<file path="src/source/mpram_pkg.sv">
/*
  shared geometry and types of the XOR multi-port RAM
  word and address vectors, write and read request structs
*/
package mpram_pkg;

  // ==================================================
  // memory geometry
  // ==================================================

  // width of one stored word
  localparam int DATA_W = 32;

  // number of words per column
  localparam int DEPTH  = 64;

  localparam int ADDR_W = $clog2(DEPTH);

  // ==================================================
  // vector and request types
  // ==================================================

  typedef logic [DATA_W-1:0] word_t;
  typedef logic [ADDR_W-1:0] addr_t;

  // one write request, address plus plain data
  typedef struct packed {
    addr_t addr;
    word_t data;
  } wr_req_t;

  // one read request
  typedef struct packed {
    addr_t addr;
  } rd_req_t;

endpackage
</file>
<file path="src/source/xor_read_decoder.sv">
/*
  read side of the XOR multi-port RAM
  XOR of one read port across all rows, forwarding of the write that commits
  at the read edge, and the one-cycle read valid register
*/
module xor_read_decoder import mpram_pkg::*; #(
  parameter int NUM_WR = 3,
  parameter int NUM_RD = 2
) (
  input  logic                           clk_w,
  input  logic                           a_rst_n,
  input  logic    [NUM_RD-1:0]           rd_fire_i,
  input  rd_req_t [NUM_RD-1:0]           rd_req_i,
  input  word_t   [NUM_WR-1:0][NUM_RD-1:0] col_rdata_i,
  input  logic    [NUM_WR-1:0]           pend_valid_i,
  input  addr_t   [NUM_WR-1:0]           pend_addr_i,
  input  word_t   [NUM_WR-1:0]           pend_data_i,
  output word_t   [NUM_RD-1:0]           rd_data_o,
  output logic    [NUM_RD-1:0]           rd_data_valid_o
);

  logic  [NUM_RD-1:0][NUM_WR-1:0] match;
  logic  [NUM_RD-1:0]             fwd_hit_q;
  word_t [NUM_RD-1:0]             fwd_data_q;
  word_t [NUM_RD-1:0]             xor_word;

  // ==================================================
  // forwarding of the committing write
  // ==================================================

  // write ports never share an address, so one match at most
  always_comb begin
    for (int p = 0; p < NUM_RD; p++) begin
      for (int w = 0; w < NUM_WR; w++) begin
        match[p][w] = pend_valid_i[w] && (pend_addr_i[w] == rd_req_i[p].addr);
      end
    end
  end

  always_ff @(posedge clk_w) begin
    if (!a_rst_n) begin
      fwd_hit_q       <= '0;
      rd_data_valid_o <= '0;
    end else begin
      rd_data_valid_o <= rd_fire_i;
      for (int p = 0; p < NUM_RD; p++) begin
        fwd_hit_q[p] <= |match[p];
      end
    end
  end

  always_ff @(posedge clk_w) begin
    for (int p = 0; p < NUM_RD; p++) begin
      for (int w = 0; w < NUM_WR; w++) begin
        if (match[p][w]) begin
          fwd_data_q[p] <= pend_data_i[w];
        end
      end
    end
  end

  // ==================================================
  // row XOR and output select
  // ==================================================

  always_comb begin
    for (int p = 0; p < NUM_RD; p++) begin
      xor_word[p] = '0;
      for (int w = 0; w < NUM_WR; w++) begin
        xor_word[p] ^= col_rdata_i[w][p];
      end
      rd_data_o[p] = fwd_hit_q[p] ? fwd_data_q[p] : xor_word[p];
    end
  end

endmodule

</file>
<file path="config.mk">
export PLATFORM = sky130hd
export DESIGN_NAME = xor_read_decoder
export DESIGN_NICKNAME = d
export VERILOG_FILES = /design/src/source/mpram_pkg.sv /design/src/source/xor_read_decoder.sv
export SDC_FILE = /design/constraint.sdc
export NUM_CORES = 1
export LEC_CHECK = 0
export BUFFER_PORTS_ARGS = -buffer_cell sky130_fd_sc_hd__buf_2
export CAP_MARGIN = 25
export CELL_PAD_IN_SITES_DETAIL_PLACEMENT = 0
export CELL_PAD_IN_SITES_GLOBAL_PLACEMENT = 1
export CORE_AREA = 3 3 149 151
export DETAILED_ROUTE_END_ITERATION = 12
export DIE_AREA = 0 0 152 154
export GPL_ROUTABILITY_DRIVEN = 0
export HOLD_SLACK_MARGIN = 0.08
export PLACE_DENSITY_LB_ADDON = 0.25
export SLEW_MARGIN = 0
export SYNTH_ARGS = -nofsm -noshare
export SYNTH_HDL_FRONTEND = slang
export SYNTH_SLANG_ARGS = --single-unit
</file>
<file path="constraint.sdc">
create_clock -name clk_w -period 7.5 [get_ports clk_w]
set_input_delay 1.5 -clock clk_w [delete_from_list [all_inputs] [get_ports clk_w]]
set_output_delay 1.5 -clock clk_w [all_outputs]
set_load 0.02 [all_outputs]
</file>
==> results.yml <==
clock_tree:
  cts_root_buf: "clkbuf_16"
  cts.sinks: 68
  clockBufferDepth: 2
  cts_made_buffers: 9
  clkTransAtPathRegs_ns: 0.05
  postCtsSetupBuffers: 0
  hold_buffers: 0
  htree_levels: 3
  ctsResizeCount: 0
  tritoncts: "built"
worst_setup_path:
  cp_cell_sequence: "buf_2, xor2_1, xnor2_1, o21ai_0, buf_2"
  cp_max_fo: 1
  critPathArrivalTime_ns: 2.27
  crit_required_ns: 6.00
  cp_common_cell: "buf_2"
  critPathLaunchType: "primary input"
  cp_slowest_cell: "xor2_1"
  cp_num_buf_inv: 2
  path_class: "primary input to output port"
  crit_family: "XOR/XNOR gates"
  max_stage_delay_ns: 0.26
  worstSetupEndpointType: "output port"
timing:
  maxSlewViolCount: 0
  hold_viol: 0
  worst_slew_pin_slew_ns: 0.957
  fmax_mhz: 266
  finalSetupViolCount: 0
  setup_slack_ns: 3.73
  tns_ns: 0
  finalCritPeriodShare_pct: 50.2
  rsz0062_at_grt: "no"
  min_period_ns: 3.77
  slew_headroom_pct: 36.2
  holdWs_ns: 1.36
outcome:
  status: "completed"
finish:
  drive_above_1_share_pct: 43.6
  nNetsFinal: 1355
  layout_common_cells: "buf_2, nand2_1, xnor2_1"
  final_common_cell: "buf_2"
  final_cells: 1312
  area_growth_pct: 41.7
placed_design:
  dp.cells: 1293
  io_buffers: 390
  dp_slack_ns: 3.60
  hpwl_um: 17000
global_routing:
  grt_max_degree: 67
  grt_pass1_wl_um: 31000
  globalRouteTotalUtil_pct: 16.7
  grt-ovfl-total: 0
  antenna_found_initial: 5
  grt_pass1_vias: 5844
logic_synthesis:
  synth_warnings: 0
  synth_seq_cells: 68
  yosysUniqueCellTypes: 25
  synth_top_family_by_area: "XOR/XNOR gates"
  synth_xor_area_share_pct: 25.1
  syn_avg_cell_area_sq_um: 8.61
  synth.yosys.seq_area_share_pct: 34.9
  synth_compound_area_share_pct: 15.8
  syn-instance-count: 666
  synthMuxAreaShare_pct: 2.62
  synth_fp_nets: 991
  yosys.area_share.simple_pct: 17.5
  syn_area_sq_mm: 0.00573
  synth_fa_ha_area_share_pct: 0
hold_path:
  hp-start: "rd_fire_i[0]"
  hp-class: "primary input to flip-flop"
  min_to: "rd_data_valid_o[0]$_SDFF_PN0_"
  min_path_cells: 2
drt:
  drt-total-wl_um: 20800
  vias_per_cell: 4.51
  vias: 5917
  drtIter0Drc: 249
  drtPass1Iterations: 4
  wire_per_inst_um: 15.9
  drtAntennaViolNets: 0
  drc: 0
run:
  max_cap_viol_count: 0
floorplan:
  die_h_um: 154
  start_util_pct: 27.4
  die-width_um: 152
  num_io_pins: 391
  core-area_sq_mm: 0.0210
  rows: 53
  dieArea_sq_mm: 0.0234
pwr:
  p_leak_nw: 3.60
  switching_share_pct: 30.8
  internal-power_uw: 859
  power_switching_uw: 382
  clkPwrFrac_pct: 31.4
  ir_drop_v: 0.000110
  combPwrFrac_pct: 33.4
  seq_power_share_pct: 35.2
  pwr_density_cell_mw_per_mm2: 153
  power.total_mw: 1.24
==> cells in the mapped netlist (all sizes together) <==
library cell | number | area [sq um]
xnor2 | 88 | 771
or4 | 2 | 22.5
nand3 | 2 | 10.0
a31oi | 49 | 494
o21ai | 64 | 320
or3 | 1 | 6.26
buf | 19 | 156
a21oi | 15 | 75.1
nand4 | 5 | 31.3
nand2 | 166 | 623
a21boi | 2 | 15.0
and2 | 2 | 12.5
dfxtp | 4 | 80.1
nor2 | 67 | 269
xor2 | 76 | 666
nor3 | 1 | 10.0
nor4 | 2 | 12.5
mux2i | 15 | 150
or2 | 1 | 6.26
clkbuf | 21 | 78.8
edfxtp | 64 | 1920
==> metal layers <==
metal  routed length (um)  vias up  GRT usage, %
met1                 7470     2659          17.5
met4                  311        6          4.07
met3                 1610       27          5.26
li1                     -     2980             -
met5                   34        -             0
met2                11400      245          32.4
==> metrics by stage <==
step	area [sq um]	util, %
2_1_floorplan	5730	-
3_3_place_gp	7820	37.3
3_5_place_dp	7820	37.3
4_1_cts	8100	38.6
5_1_grt	8120	38.8
6_report	8120	38.8
==> worst max path at each step <==
stage                                     to  slack (ns)  cells after the start       startpoint
floorplan                       rd_data_o[0]        3.75                      3   col_rdata_i[0]
global placement    fwd_data_q[46]$_DFFE_PP_        3.62                      5      rd_req_i[6]
detailed placement  fwd_data_q[44]$_DFFE_PP_        3.60                      5      rd_req_i[6]
CTS                            rd_data_o[54]        3.69                      5  col_rdata_i[54]
global route                   rd_data_o[21]        3.64                      5  col_rdata_i[21]
finish                         rd_data_o[54]        3.73                      5  col_rdata_i[54]
==> sequential cells by signal, summed over array words and instances (netlist names) <==
signal / cells
fwd_data_q: 64
fwd_hit_q: 2
rd_data_valid_o: 2
==> power groups by stage <==
| stage | registers, mW | clock network, mW | logic (mW) |
|---|---|---|---|
| floorplan | 0.442 | 0 | 0.225 |
| global placement | 0.446 | 0 | 0.418 |
| detailed placement | 0.446 | 0 | 0.418 |
| CTS | 0.438 | 0.401 | 0.419 |
| global route | 0.438 | 0.417 | 0.450 |
| finish | 0.437 | 0.390 | 0.414 |
==> cells by family after synthesis <==
logic type      after synthesis
compound gates              130
xor+xnor                    164
buf+inv                      40
flops                        68
mux                          15
simple gates                249
==> final cells by class <==
type	instances	area (sq um)
Tap cell	275	344
Timing Repair Buffer	393	1990
Clock inverter	2	10.0
Sequential cell	68	2000
Antenna cell	2	5.00
Multi-Input combinational cell	558	3510
Clock buffer	14	264
Fill cell	2240	12800
Power figures use the tool's default switching activity.
