--- src/source/mpram_pkg.sv ---
/*
  shared geometry and types of the XOR multi-port RAM
  word and address vectors, write and read request structs
*/
package mpram_pkg;

  // ==================================================
  // memory geometry
  // ==================================================

  // width of one stored word
  localparam int DATA_W = 32;

  // number of words per column
  localparam int DEPTH  = 64;

  localparam int ADDR_W = $clog2(DEPTH);

  // ==================================================
  // vector and request types
  // ==================================================

  typedef logic [DATA_W-1:0] word_t;
  typedef logic [ADDR_W-1:0] addr_t;

  // one write request, address plus plain data
  typedef struct packed {
    addr_t addr;
    word_t data;
  } wr_req_t;

  // one read request
  typedef struct packed {
    addr_t addr;
  } rd_req_t;

endpackage
--- src/source/multi_read_ram.sv ---
/*
  memory column with one write port and NUM_PORTS registered read ports
  same-edge read of a written address returns the old word
*/
module multi_read_ram import mpram_pkg::*; #(
  parameter int NUM_PORTS = 2
) (
  input  logic                  clk_w,
  input  logic                  we_i,
  input  addr_t                 waddr_i,
  input  word_t                 wdata_i,
  input  addr_t [NUM_PORTS-1:0] raddr_i,
  output word_t [NUM_PORTS-1:0] rdata_o
);

  // storage, contents only defined after the init sweep
  word_t mem [DEPTH];

  // ==================================================
  // write port
  // ==================================================

  always_ff @(posedge clk_w) begin
    if (we_i) begin
      mem[waddr_i] <= wdata_i;
    end
  end

  // ==================================================
  // read ports
  // ==================================================

  // nonblocking read sees the array before this edge's write
  always_ff @(posedge clk_w) begin
    for (int p = 0; p < NUM_PORTS; p++) begin
      rdata_o[p] <= mem[raddr_i[p]];
    end
  end

endmodule

--- config.mk ---
export PLATFORM = sky130hd
export DESIGN_NAME = multi_read_ram
export DESIGN_NICKNAME = d
export VERILOG_FILES = /design/src/source/mpram_pkg.sv /design/src/source/multi_read_ram.sv
export SDC_FILE = /design/constraint.sdc
export NUM_CORES = 2
export LEC_CHECK = 0
export BUFFER_PORTS_ARGS = -buffer_cell sky130_fd_sc_hd__buf_2
export CORE_AREA = 2 2 441 443
export CTS_CLUSTER_SIZE = 16
export DETAILED_ROUTE_END_ITERATION = 6
export DIE_AREA = 0 0 443 445
export PLACE_DENSITY = 0.65
export SLEW_MARGIN = 25
export SYNTH_ARGS = -nofsm -noshare
export SYNTH_HDL_FRONTEND = slang
export SYNTH_SLANG_ARGS = --single-unit
export TNS_END_PERCENT = 100
--- constraint.sdc ---
create_clock -name clk_w -period 4.23 [get_ports clk_w]
set_input_delay 0.423 -clock clk_w [delete_from_list [all_inputs] [get_ports clk_w]]
set_output_delay 0.423 -clock clk_w [all_outputs]
set_load 0.03 [all_outputs]
==> results.md <==
- Run status: complete, no violations
- Share of the core filled with cells: 0.563
- Count of different cell masters after synthesis: 38
- Syn_nets: 4464
- Number of maximum-capacitance constraint violations: 0
- Starting utilization of the core area: 0.498
- Buffer and inverter count on the worst path: 3
- Post-synth top flop: sky130_fd_sc_hd__edfxtp_1
- Crit start category: input port
- Transition at the pin with the smallest max-transition slack: 1090 ps
- Number of global-route vias before repair: 51800
- Kind of end point of the critical path: flip-flop
- Count of vias placed by the detailed router: 52500
- IO Count: 116
- Avg Inst Size Synth: 21.7 um2
- Hold Crit Class: in2reg
- Final hold vios: 0
- Normalized max-slew margin: 0.269
- Cts-stage hold buffer count: 0
- Cell types occupying the most area after synthesis: sky130_fd_sc_hd__edfxtp_1, sky130_fd_sc_hd__mux4_2, sky130_fd_sc_hd__mux2i_1, sky130_fd_sc_hd__dfxtp_1, sky130_fd_sc_hd__a22oi_1
- Async set-reset flop share out of synthesis: 0
- Count of mapped cells out of synthesis: 4412
- Top cell family by delay on the critical path: multiplexers
- Core footprint: 192000 um2
- Highest net fanout along the worst path: 35
- Clock Latency Late Sink: 850 ps
- Number of cell rows: 161
- Delay of the slowest cell on the worst path: 760 ps
- First-pass iteration count of the detailed router: 6
- Cell with the most instances on the worst path: sky130_fd_sc_hd__mux4_2
- Routability-driven placement congestion ratio: 0.844
- Leak Pwr: 34.1 nW
- Fin Clk Skew: 32.3 ps
- Post-CTS Setup Bufs: 0
- Final count of negative-setup-slack endpoints: 0
- Nets@finish: 4703
- Sequential cell area: 62800 um2
- Post-DR vias/cell: 7.12
- Post-layout min period: 2630 ps
- Resize count post-CTS: 0
- Total routed wirelength: 294000 um
- Buffers added on ports: 115
- Fraction of final layout cells with drive strength greater than 1: 0.400
- Cell-by-cell listing of the critical path: buf_8 > buf_12 > buf_4 > mux4_2 > mux4_2 > o22ai_1 > a21oi_1
- Highest attainable clock frequency: 380 MHz
- Layout Cells excl Fill: 7372
- Setup TNS: 0 ps
- DRC: 0
- Antenna-violating nets left: 0
- Proportion of synthesized chip area in sequential cells: 0.656
- Slowest stage cell, crit path: sky130_fd_sc_hd__o22ai_1
- Power density of the placed cells: 429 nW/um2
- Area occupied by multi-input gates: 31600 um2
- Number of placed instances, taps included: 6964
- Die Width: 443 um
- Initial DRC count: 7878
- Overall power: 46.4 mW
- DR WL/cell: 39.8 um
- Num CTS Buffers: 211
- Maximum number of pins on one net before global-route repair: 65
- Critical path class: in2reg
- Most common library cell in the layout ignoring fill and taps: sky130_fd_sc_hd__edfxtp_1
- IR drop worst, VDD: 0.000454 V
- Clock tree from TritonCTS: built
- Biggest area consumer among synthesized cells: sky130_fd_sc_hd__edfxtp_1
- Global route total overflow: 0
- Required time of the critical path: 4910 ps
- Area share of the largest cell type after synthesis: 0.643
- Clk buf depth: 3
- Clock Sink Count: 2112
- Data arrival time of the critical path: 3310 ps
- GRT Overall Usage: 0.299
- Growth of design area from synthesis to finish: 13.1%
- Setup repair after global routing missed its margin: no
- Combined area of all synthesized cells: 95700 um2
- Final count of pins violating max slew: 0
- Commonest cells after routing, fill and taps aside: sky130_fd_sc_hd__edfxtp_1, sky130_fd_sc_hd__mux4_2, sky130_fd_sc_hd__buf_4
- Fill cell instance count of the final layout: 14000
- Yosys reg bits: 2112
- Vertical die dimension: 445 um
- Detailed Place HPWL: 175000 um
- Number of levels in the clock H-tree: 4
- Buffer type at the clock tree root: sky130_fd_sc_hd__clkbuf_16
- Wire length of the first global-routing pass: 409000 um
- DIE AREA: 197000 um2
- Post-route clock period utilization: 0.621
- Initial antenna violation count: 26
- Clock-pin slew reported for the worst setup and hold paths after clock tree synthesis: 60 ps
- Number of enable flip-flop cells after synthesis: 2048
- Yosys warning count: 0
[worst paths after layout]
kind | end | slack, ps | cells past startpoint | startpoint
setup reg to reg | rdata_o[46] | 1850 | 4 | mem[19][14]
hold / removal | rdata_o[6] | 70 | 3 | raddr_i[4]
setup / recovery | rdata_o[46] | 1600 | 7 | raddr_i[6]
hold reg to reg | rdata_o[26] | 890 | 5 | mem[19][26]
[worst register-to-register path, stage by stage, from the launching register on]
cell and delay (ps):
sky130_fd_sc_hd__edfxtp_1 400, sky130_fd_sc_hd__mux4_2 510, sky130_fd_sc_hd__mux4_2 470, sky130_fd_sc_hd__o22ai_1 760, sky130_fd_sc_hd__a21oi_1 80
[kinds of logic (layout without fill, tap and decap cells)]
| logic type | count (synthesis) | count (layout) | synth area share |
|---|---|---|---|
| AOI/OAI and AO/OA | 340 | 340 | 0.0239 |
| buffers and inverters | 348 | 771 | 0.0183 |
| DFF | 2112 | 2112 | 0.656 |
| muxes | 1364 | 1364 | 0.290 |
| other | 0 | 11 | 0 |
| and+or+nand+nor | 248 | 248 | 0.0113 |
[state kept, by name, indices dropped and copies added (netlist names)]
signal / flops
rdata_o: 64
mem: 2048
[through the flow]
stage	hold WS (ps)	instance area [um2]	setup slack (ps)
after floorplan	522	95700	616
after global placement	858	101000	763
after detailed placement	858	101000	763
after CTS	26.6	108000	1700
after global routing	35.7	108000	1490
final	70.0	108000	1600
[routing by layer]
metal | global-route usage | part of all wire | vias up
met2 | 0.450 | 0.46 | 3266
li1 | - | - | 20000
met4 | 0.111 | 0.041 | 20
met3 | 0.0732 | 0.12 | 542
met5 | 0 | 0.00048 | -
met1 | 0.430 | 0.38 | 28600
[cells in the mapped netlist, types with 3 or more instances]
library cell and count:
sky130_fd_sc_hd__clkbuf_1 135, sky130_fd_sc_hd__mux2_2 36, sky130_fd_sc_hd__nand2_1 93, sky130_fd_sc_hd__mux2i_1 204, sky130_fd_sc_hd__buf_2 121, sky130_fd_sc_hd__o221ai_1 16
sky130_fd_sc_hd__dfxtp_1 64, sky130_fd_sc_hd__o21ai_0 18, sky130_fd_sc_hd__o32a_1 9, sky130_fd_sc_hd__or2_2 3, sky130_fd_sc_hd__nor2b_1 19, sky130_fd_sc_hd__o22ai_1 56
sky130_fd_sc_hd__and2_1 6, sky130_fd_sc_hd__edfxtp_1 2048, sky130_fd_sc_hd__o21ai_1 31, sky130_fd_sc_hd__nor3_1 3, sky130_fd_sc_hd__a22oi_1 85, sky130_fd_sc_hd__nand2b_1 8
sky130_fd_sc_hd__nor2_1 94, sky130_fd_sc_hd__a32oi_1 9, sky130_fd_sc_hd__buf_4 55, sky130_fd_sc_hd__o211ai_1 27, sky130_fd_sc_hd__buf_1 25, sky130_fd_sc_hd__a221oi_1 13
sky130_fd_sc_hd__a211oi_1 15, sky130_fd_sc_hd__buf_6 11, sky130_fd_sc_hd__nand3b_1 6, sky130_fd_sc_hd__mux4_2 1124, sky130_fd_sc_hd__a21oi_1 58, sky130_fd_sc_hd__nand3_1 9
[report_power, final]
group,total (mW),switching (mW),internal [mW]
Combinational,3.94,2.35,1.59
Clock,19.2,7.99,11.2
Sequential,23.3,0.154,23.2
[final cells by class]
class	count	area share
inverter	1	0.0000347
multi-input combinational	1952	0.293
tap	2526	0.0292
antenna	11	0.000254
timing repair buffer	373	0.0320
sequential	2112	0.580
clock inverter	122	0.0110
clock buffer	275	0.0545
No activity file was read; power rests on OpenSTA's default activity.
