[src/source/mpram_pkg.sv]
/*
  shared geometry and types of the XOR multi-port RAM
  word and address vectors, write and read request structs
*/
package mpram_pkg;

  // ==================================================
  // memory geometry
  // ==================================================

  // width of one stored word
  localparam int DATA_W = 32;

  // number of words per column
  localparam int DEPTH  = 64;

  localparam int ADDR_W = $clog2(DEPTH);

  // ==================================================
  // vector and request types
  // ==================================================

  typedef logic [DATA_W-1:0] word_t;
  typedef logic [ADDR_W-1:0] addr_t;

  // one write request, address plus plain data
  typedef struct packed {
    addr_t addr;
    word_t data;
  } wr_req_t;

  // one read request
  typedef struct packed {
    addr_t addr;
  } rd_req_t;

endpackage
[src/source/xor_write_encoder.sv]
/*
  write side of the XOR multi-port RAM
  pipeline register of accepted writes, XOR encoding against the other rows,
  bypass of same-edge column updates and the post-reset clearing sweep
*/
module xor_write_encoder import mpram_pkg::*; #(
  parameter int NUM_WR = 3
) (
  input  logic                             clk_w,
  input  logic                             a_rst_n,
  input  logic    [NUM_WR-1:0]             wr_fire_i,
  input  wr_req_t [NUM_WR-1:0]             wr_req_i,
  input  word_t   [NUM_WR-1:0][NUM_WR-2:0] col_rdata_i,
  output addr_t   [NUM_WR-1:0][NUM_WR-2:0] col_raddr_o,
  output logic    [NUM_WR-1:0]             col_we_o,
  output addr_t   [NUM_WR-1:0]             col_waddr_o,
  output word_t   [NUM_WR-1:0]             col_wdata_o,
  output logic    [NUM_WR-1:0]             pend_valid_o,
  output addr_t   [NUM_WR-1:0]             pend_addr_o,
  output word_t   [NUM_WR-1:0]             pend_data_o,
  output logic                             init_done_o
);

  typedef enum logic {
    ST_SWEEP,
    ST_RUN
  } state_e;

  state_e state_q;
  addr_t  sweep_addr_q;
  logic   sweep;

  // old words of the other rows, one slot per foreign write port
  logic  [NUM_WR-1:0][NUM_WR-2:0] byp_hit_q;
  word_t [NUM_WR-1:0][NUM_WR-2:0] byp_data_q;
  word_t [NUM_WR-1:0][NUM_WR-2:0] old_word;
  word_t [NUM_WR-1:0]             enc_data;

  // write port served by a slot of a row, the row's own port is skipped
  function automatic int slot_port(int row, int slot);
    return (slot < row) ? slot : slot + 1;
  endfunction

  // ==================================================
  // init sweep FSM
  // ==================================================

  always_ff @(posedge clk_w) begin
    if (!a_rst_n) begin
      state_q      <= ST_SWEEP;
      sweep_addr_q <= '0;
    end else begin
      case (state_q)
        ST_SWEEP: begin
          sweep_addr_q <= sweep_addr_q + 1'b1;
          if (sweep_addr_q == addr_t'(DEPTH - 1)) begin
            state_q <= ST_RUN;
          end
        end
        ST_RUN: begin
          state_q <= ST_RUN;
        end
        default: begin
          state_q <= ST_SWEEP;
        end
      endcase
    end
  end

  assign sweep       = (state_q == ST_SWEEP);
  assign init_done_o = (state_q == ST_RUN);

  // ==================================================
  // write pipeline register
  // ==================================================

  always_ff @(posedge clk_w) begin
    if (!a_rst_n) begin
      pend_valid_o <= '0;
    end else begin
      pend_valid_o <= wr_fire_i;
    end
  end

  always_ff @(posedge clk_w) begin
    for (int k = 0; k < NUM_WR; k++) begin
      pend_addr_o[k] <= wr_req_i[k].addr;
      pend_data_o[k] <= wr_req_i[k].data;
    end
  end

  // ==================================================
  // old word fetch and bypass
  // ==================================================

  // raw incoming addresses look up the other rows at the accept edge
  always_comb begin
    for (int i = 0; i < NUM_WR; i++) begin
      for (int j = 0; j < NUM_WR - 1; j++) begin
        col_raddr_o[i][j] = wr_req_i[slot_port(i, j)].addr;
      end
    end
  end

  // a row written at the fetch edge returns a stale word, keep the new one
  always_ff @(posedge clk_w) begin
    if (!a_rst_n) begin
      byp_hit_q <= '0;
    end else begin
      for (int i = 0; i < NUM_WR; i++) begin
        for (int j = 0; j < NUM_WR - 1; j++) begin
          byp_hit_q[i][j] <= col_we_o[i] && (col_waddr_o[i] == col_raddr_o[i][j]);
        end
      end
    end
  end

  always_ff @(posedge clk_w) begin
    for (int i = 0; i < NUM_WR; i++) begin
      for (int j = 0; j < NUM_WR - 1; j++) begin
        byp_data_q[i][j] <= col_wdata_o[i];
      end
    end
  end

  // ==================================================
  // XOR encoding and column write side
  // ==================================================

  always_comb begin
    enc_data = pend_data_o;
    for (int i = 0; i < NUM_WR; i++) begin
      for (int j = 0; j < NUM_WR - 1; j++) begin
        old_word[i][j] = byp_hit_q[i][j] ? byp_data_q[i][j] : col_rdata_i[i][j];
        enc_data[slot_port(i, j)] ^= old_word[i][j];
      end
    end
  end

  // sweep forces zero into every row
  always_comb begin
    for (int i = 0; i < NUM_WR; i++) begin
      col_we_o[i]    = sweep | pend_valid_o[i];
      col_waddr_o[i] = sweep ? sweep_addr_q : pend_addr_o[i];
      col_wdata_o[i] = sweep ? '0 : enc_data[i];
    end
  end

endmodule

[config.mk]
export PLATFORM = sky130hd
export DESIGN_NAME = xor_write_encoder
export DESIGN_NICKNAME = d
export VERILOG_FILES = /design/src/source/mpram_pkg.sv /design/src/source/xor_write_encoder.sv
export SDC_FILE = /design/constraint.sdc
export NUM_CORES = 1
export LEC_CHECK = 0
export ABC_AREA = 1
export BUFFER_PORTS_ARGS = -buffer_cell sky130_fd_sc_hd__buf_2
export CAP_MARGIN = 20
export CORE_AREA = 5 5 226 228
export CTS_CLUSTER_SIZE = 12
export DETAILED_ROUTE_END_ITERATION = 10
export DIE_AREA = 0 0 231 233
export GPL_TIMING_DRIVEN = 1
export RECOVER_POWER = 50
export SKIP_LAST_GASP = 1
export SYNTH_ARGS = -nofsm -noshare
export SYNTH_HDL_FRONTEND = slang
export SYNTH_SLANG_ARGS = --single-unit
[constraint.sdc]
create_clock -name clk_w -period 1.15 [get_ports clk_w]
set_input_delay 0.0575 -clock clk_w [delete_from_list [all_inputs] [get_ports clk_w]]
set_output_delay 0.0575 -clock clk_w [all_outputs]
set_load 0.1 [all_outputs]
==> flow_summary.ini, run 1 <==
[drt]
drtPass1Iterations = 5
drt_iter0_markers = 650
route.antenna.remaining_nets = 0
routed_wl_um = 56200
drc = 0
num_vias = 14700
viasPerCell = 4.39
avgRoutedWirePerCell_um = 16.7

[synth]
syn_inst = 1911
syn_nets = 2223
synthFlopType = dfxtp_1
netlist_area_um2 = 11800
ys_ff_latch = 226
seq_area_frac_synth_pct = 38.3
ys_async_sr_fraction_pct = 0
syn_avg_cell_area_um2 = 6.18
ys_types = 23
yosys_warnings = 0
synth_edf_count = 0

[die]
core_um2 = 48600
dieWidth_um = 231
io_pins = 582
dieArea_um2 = 53800
start_util_pct = 24.3
die_y_um = 233
row_count = 81

[placed_design]
numPortBuffers = 581
place_congestion = 0.886
dp_hpwl_um = 39300

[worst_hold_path]
hold_end = byp_data_q[104]$_DFF_P_
holdCritStartpoint = col_rdata_i[168]
worstHoldPathCells = 4
min-delay-path-class = in -> reg

[timing]
tns_ns = -144.83
final.setup.worst_slack_ns = -1.03
clock.fmax_mhz = 459
fin_hold_ws_ns = -0.0902
worstMarginPinSlew_ns = 0.504
setup_violations = 339
finalHoldViolCount = 70
timing.final.crit_share_pct = 189
period_minus_slack_ns = 2.18
clock_skew_ns = 0.0170
slew_headroom_pct = 66.6
finalMaxSlewViolations = 0
rsz0062_at_grt = yes

[global_route]
overflow = 0
grtUsageTotal_pct = 18.6
grt_max_degree = 41
met1_usage_pct = 22.0
grt_pass1_vias = 13900
met3_usage_pct = 4.82
grt_pass1_wl_um = 79000
busiest_layer = met2
grt_use_met2_pct = 33.5
antenna_found_initial = 7

[finish]
drive_above_1_share_pct = 48.2
num-nets-final = 3024
syn_to_final_growth_pct = 98.7
fin_util_pct = 48.2

[power_and_ir_drop]
p_int_uw = 15600
ir_worst_vdd_mv = 1.37
powerDensity_nw_per_um2 = 1010
seqPwrFrac_pct = 35.5
p_leak_uw = 0.0105
p_comb_share_pct = 25.7
swShare_pct = 34.1
p_sw_uw = 8050
clock_power_share_pct = 38.8

[clocking]
root_buffer = clkbuf_16
clk_latency_ns = 0.57
clkTransAtPathRegs_ns = 0.06
cts_made_buffers = 29
htree_levels = 1
clk_path_buf_depth = 3
cts_hold_buf = 125
cts_tree = built
clock-sinks = 226

[outcome]
violations = negative hold slack, negative setup slack
outcome = finished with violations

[critical_path]
crit_slowest_cell = dfxtp_4
reg2reg_to = byp_hit_q[3]$_SDFF_PN0_
critical_path.max_fanout = 6
cp-end-kind = output pin
reg2reg_setup_slack_ns = -0.43
crit_chain = buf_12 > buf_12 > or2_2 > nand3_1 > nand2_1 > nand2_1 > nand2_1 > nor2_4 > buf_12
critPathArrivalTime_ns = 2.12
reg2regPathDepth = 10
slowest_delay_ns = 0.36
r2r-start = init_done_o$_SDFF_PN0_
cp.required_ns = 1.09
critPathKind = reg -> out
cp-start-kind = register

[flow_run]
maxCapViolCount = 0
## per-layer routing
metal  share of wire, %  vias up
li1                   -     7457
met1                 39     6641
met2                 50      525
met3                7.4      112
met4                2.8        6
met5              0.069        -
## kinds of logic (layout without fill, tap and decap cells)
group | after synthesis | count (layout) | synth area share [%]
buf+inv | 323 | 1145 | 12.5
xor+xnor | 1 | 1 | 0.0742
compound gates | 211 | 211 | 8.96
simple gates | 1149 | 1150 | 40.1
other cells | 0 | 4 | 0
flops | 226 | 226 | 38.3
fa+ha+maj | 1 | 1 | 0.106
## registers in the layout, indices dropped and copies added, names as in the netlist
signal / flops
pend_addr_o: 18
byp_hit_q: 6
init_done_o: 1
pend_data_o: 96
pend_valid_o: 3
byp_data_q: 96
sweep_addr_q: 6
## how the worst max path moves through the flow
stage	from	to	slack [ns]	cells past startpoint
2_1_floorplan	init_done_o$_SDFF_PN0_	byp_data_q[172]$_DFF_P_	-0.66	6
3_3_place_gp	byp_hit_q[2]$_SDFF_PN0_	col_wdata_o[7]	-0.45	8
3_5_place_dp	byp_hit_q[2]$_SDFF_PN0_	col_wdata_o[7]	-0.46	8
4_1_cts	byp_hit_q[0]$_SDFF_PN0_	col_wdata_o[44]	-1.06	8
5_1_grt	byp_hit_q[2]$_SDFF_PN0_	col_wdata_o[13]	-1.11	9
6_report	byp_hit_q[2]$_SDFF_PN0_	col_wdata_o[13]	-1.03	9
## layout make-up
type / count / area, µm²
antenna: 4 / 10.0
inverter: 219 / 827
clock inverter: 12 / 103
sequential: 226 / 4690
timing repair inverter: 1 / 6.26
clock buffer: 41 / 851
multi-input combinational: 1363 / 7530
timing repair buffer: 872 / 8670
fill: 4510 / 25200
tap: 622 / 778
## cells in the final DEF (no fill, tap or decap), types with 5 or more instances in the layout
cell,n
clkbuf_16,35
buf_8,5
buf_16,5
dfxtp_1,103
a21oi_1,13
clkinv_2,5
or2_2,51
nand3_2,19
buf_4,87
o21ai_0,100
nor2_2,35
nor2_4,98
nand2_4,40
or2_4,16
inv_1,218
nand2_8,7
nand2_2,112
buf_2,410
buf_12,196
nand2_1,537
dlygate4sd3_1,125
or2_0,26
dfxtp_2,119
o21ai_1,79
buf_6,38
o21ai_2,18
clkbuf_8,8
nand3_1,117
nor2_1,87
## repair_timing
| item | CTS | global route |
|---|---|---|
| gates cloned | 5 | 9 |
| buffers inserted | 16 | 41 |
| endpoints found under the hold margin | 222 | 69 |
| pin swaps | 42 | 138 |
| setup endpoints to repair | 340 | 341 |
| resized for setup | 70 | 303 |
## worst max-delay path, delay by kind of cell (launching register included)
kind	cells	cell delay, ns
buf+inv	3	0.48
simple gates	6	0.70
flops	1	0.36
## cell usage after synthesis (13+ instances only)
library cell	number	area share, %
buf_2	20	0.85
nand3_1	136	5.8
clkbuf_1	23	0.73
o21ai_0	127	5.4
o21ai_1	70	3.0
nand2_1	693	22
nor2_1	220	7.0
or2_0	26	1.4
inv_1	218	6.9
buf_4	48	3.1
a21oi_1	13	0.55
or2_2	67	3.5
dfxtp_1	226	38
## power by group through the flow
stage / logic (µW) / registers [µW] / clock network, µW
after floorplan: 2130 / 10000 / 0
after global placement: 5310 / 8520 / 0
final: 6080 / 8390 / 9170
after CTS: 5770 / 8360 / 9410
after detailed placement: 5340 / 8530 / 0
after global routing: 6440 / 8410 / 9710
## through the flow
step | setup WS, ns | cell area, µm² | std cells | total power, µW
after detailed placement | -0.459 | 19300 | 3107 | 13900
after floorplan | -0.665 | 12800 | 1911 | 12200
after CTS | -1.06 | 22000 | 3306 | 23500
final | -1.03 | 23500 | 3360 | 23600
after global placement | -0.447 | 19300 | 3107 | 13800
after global routing | -1.11 | 23500 | 3358 | 24600
Note: power is estimated with default switching activity, not from simulation.
==> run 2: changes to the inputs <==
ABC_AREA = not set   (was 1)
CORE_AREA = 5 5 223 225   (was 5 5 226 228)
DIE_AREA = 0 0 228 230   (was 0 0 231 233)
PLACE_DENSITY = 0.55   (was not set)
==> run 2 against run 1 <==
The flow still finishes with violations (negative hold slack, negative setup slack). Via count down 32%. Largest cell class unchanged. Largest power group unchanged. Critical path type unchanged. Hold slack improved by 0.031 ns. Critical endpoint is now col_wdata_o[50]. Count of clock-buffer cells in the layout down 2. Clock power increased by 0.5%. Routed wire length is 4.9% lower. Total power up 3.6%. Combinational power is 14% higher.
==> flow_summary.ini, run 2 <==
[drt]
num_vias = 10100
avgRoutedWirePerCell_um = 22.0
route.antenna.remaining_nets = 0
drtPass1Iterations = 4
drc = 0
routed_wl_um = 53500
drt_iter0_markers = 374
viasPerCell = 4.14

[die]
dieWidth_um = 228
start_util_pct = 21.6
die_y_um = 230
core_um2 = 47300
io_pins = 582
dieArea_um2 = 52400
row_count = 80

[finish]
final_cell_mix = buf_2 (337), buf_12 (273), xnor2_1 (152)
num-nets-final = 2101
reg_top3 = byp_data_q (96), pend_data_o (96), pend_addr_o (18)
layout_commonest_cell = buf_2
drive_above_1_share_pct = 69.7
finalNonFillerCells = 2434
syn_to_final_growth_pct = 136

[critical_path]
slowest_delay_ns = 0.44
critical_path.max_fanout = 9
crit_chain = buf_12 > mux2i_2 > xnor2_1 > xnor2_1 > and2_4 > buf_12
cp-end-kind = output pin
cp-start-kind = register
critPathKind = reg -> out
cp_top_family = flip-flops
crit_slowest_cell = dfxtp_4
r2r-start = init_done_o$_SDFF_PN0_
cp-startpoint = byp_hit_q[0]$_SDFF_PN0_
cp.required_ns = 1.09
cp_num_buf_inv = 2
critPathArrivalTime_ns = 2.22
reg2reg_setup_slack_ns = -0.64

[synth]
syn_inst = 913
syn_avg_cell_area_um2 = 11.2
netlist.area_leader.share_pct = 44.3
syn_nets = 1225
seq_area_frac_synth_pct = 44.3
yosysTopAreaCell = dfxtp_1
ys_top_cells_by_area = dfxtp_1 (44%), mux2i_1 (19%), xnor2_1 (18%)
ys_ff_latch = 226
yosysMostFrequentCell = dfxtp_1
synth_edf_count = 0
synthFlopType = dfxtp_1
yosys_warnings = 0
synthTopCellsByCount = dfxtp_1 (226), xnor2_1 (206), mux2i_1 (197)
netlist_area_um2 = 10200
ys_types = 29
ys_async_sr_fraction_pct = 0

[flow_run]
maxCapViolCount = 0

[worst_hold_path]
holdCritStartpoint = col_rdata_i[181]
min-delay-path-class = in -> reg

[timing]
worstMarginPinSlew_ns = 0.507
setup_violations = 333
clock.fmax_mhz = 439
final.setup.worst_slack_ns = -1.13
clock_skew_ns = 0.0311
timing.final.crit_share_pct = 198
finalMaxSlewViolations = 0
rsz0062_at_grt = yes
period_minus_slack_ns = 2.28
fin_hold_ws_ns = -0.0594
finalHoldViolCount = 52
slew_headroom_pct = 66.4

[global_route]
overflow = 0
grtUsageTotal_pct = 18.6
grt_max_degree = 35
grt_pass1_wl_um = 74500
grt_pass1_vias = 11200
antenna_found_initial = 14

[clocking]
clkTransAtPathRegs_ns = 0.06
clock-sinks = 226
clk_latency_ns = 0.58
cts_tree = built
root_buffer = clkbuf_16
htree_levels = 1
cts_made_buffers = 29
clk_path_buf_depth = 3

[placed_design]
place_congestion = 0.878
dp_hpwl_um = 37000
placedCellCount = 2157
numPortBuffers = 581

[power_and_ir_drop]
p_total_uw = 24500
ir_worst_vdd_mv = 1.09
p_leak_uw = 0.00989
powerDensity_nw_per_um2 = 1020

[outcome]
violations = negative hold slack, negative setup slack
outcome = finished with violations
==> run 2: cell count changes after synthesis, moves of 30 or more <==
cell	delta
and2_1	+103
inv_1	-205
mux2i_1	+197
nand2_1	-683
nand3_1	-134
nor2_1	-217
o21ai_0	-127
o21ai_1	-70
or2_2	-67
xnor2_1	+206
xor2_1	+30
==> run 2: final timing paths <==
path | endpoint | cells after the start
max | col_wdata_o[50] | 6
min | byp_data_q[117]$_DFF_P_ | 4
max reg2reg | byp_hit_q[4]$_SDFF_PN0_ | 8
min reg2reg | byp_data_q[107]$_DFF_P_ | 3
==> run 2: kinds of logic after synthesis <==
logic type / synth area share, %
xor gates and xnor gates: 20.3
adders and majority gates: 0.122
buffers and inverters: 5.42
muxes: 20.8
AOI/OAI and AO/OA: 0.428
DFF: 44.3
and+or+nand+nor: 8.63
==> run 2: stage by stage <==
| step | area (µm²) | utilization (%) | setup slack (ns) | TNS (ns) |
|---|---|---|---|---|
| after floorplan | 11000 | - | -0.583 | -91.27 |
| after detailed placement | 17800 | 37.5 | -0.558 | -77.18 |
| after CTS | 22600 | 47.8 | -1.14 | -163.63 |
| after global routing | 24100 | 50.8 | -1.21 | -178.16 |
| after global placement | 17800 | 37.5 | -0.580 | -73.74 |
| final | 24100 | 50.9 | -1.13 | -157.40 |
==> run 2: final cells by class <==
type | count | area (µm²)
Inverter | 13 | 80.1
Antenna cell | 8 | 20.0
Clock buffer | 39 | 823
Timing Repair Buffer | 924 | 10400
Sequential cell | 226 | 4950
Fill cell | 3861 | 23300
Multi-Input combinational cell | 595 | 6880
Clock inverter | 14 | 143
Tap cell | 615 | 769
==> run 2: worst register-to-register path: stages, from the launching register on <==
cell     delay, ns
dfxtp_4       0.37
buf_6         0.13
buf_6         0.11
mux2i_4       0.18
buf_4         0.15
xnor2_1       0.13
nor4_1        0.30
buf_4         0.18
and4_1        0.17
==> run 2: power by group <==
part	switching (µW)	internal, µW	total, µW
sequential	361	7970	8330
clock	3750	5470	9220
combinational	3810	3110	6920
==> run 2: per-layer routing <==
layer | track usage (%) | part of all wire (%) | up-vias
met3 | 6.51 | 7.7 | 83
met4 | 4.16 | 2.4 | 10
met5 | 0 | 0.13 | -
met2 | 33.9 | 52 | 439
met1 | 21.0 | 37 | 4804
li1 | - | - | 4746
==> run 2: timing repair <==
| item | 4_1_cts | 5_1_grt |
|---|---|---|
| setup endpoints to repair | 344 | 351 |
| gates cloned | 7 | 2 |
| hold endpoints to repair | 204 | 64 |
| resized for setup | 503 | 271 |
| hold buffers | 122 | 3 |
| buffers inserted | 76 | 43 |
| pin swaps | 102 | 110 |
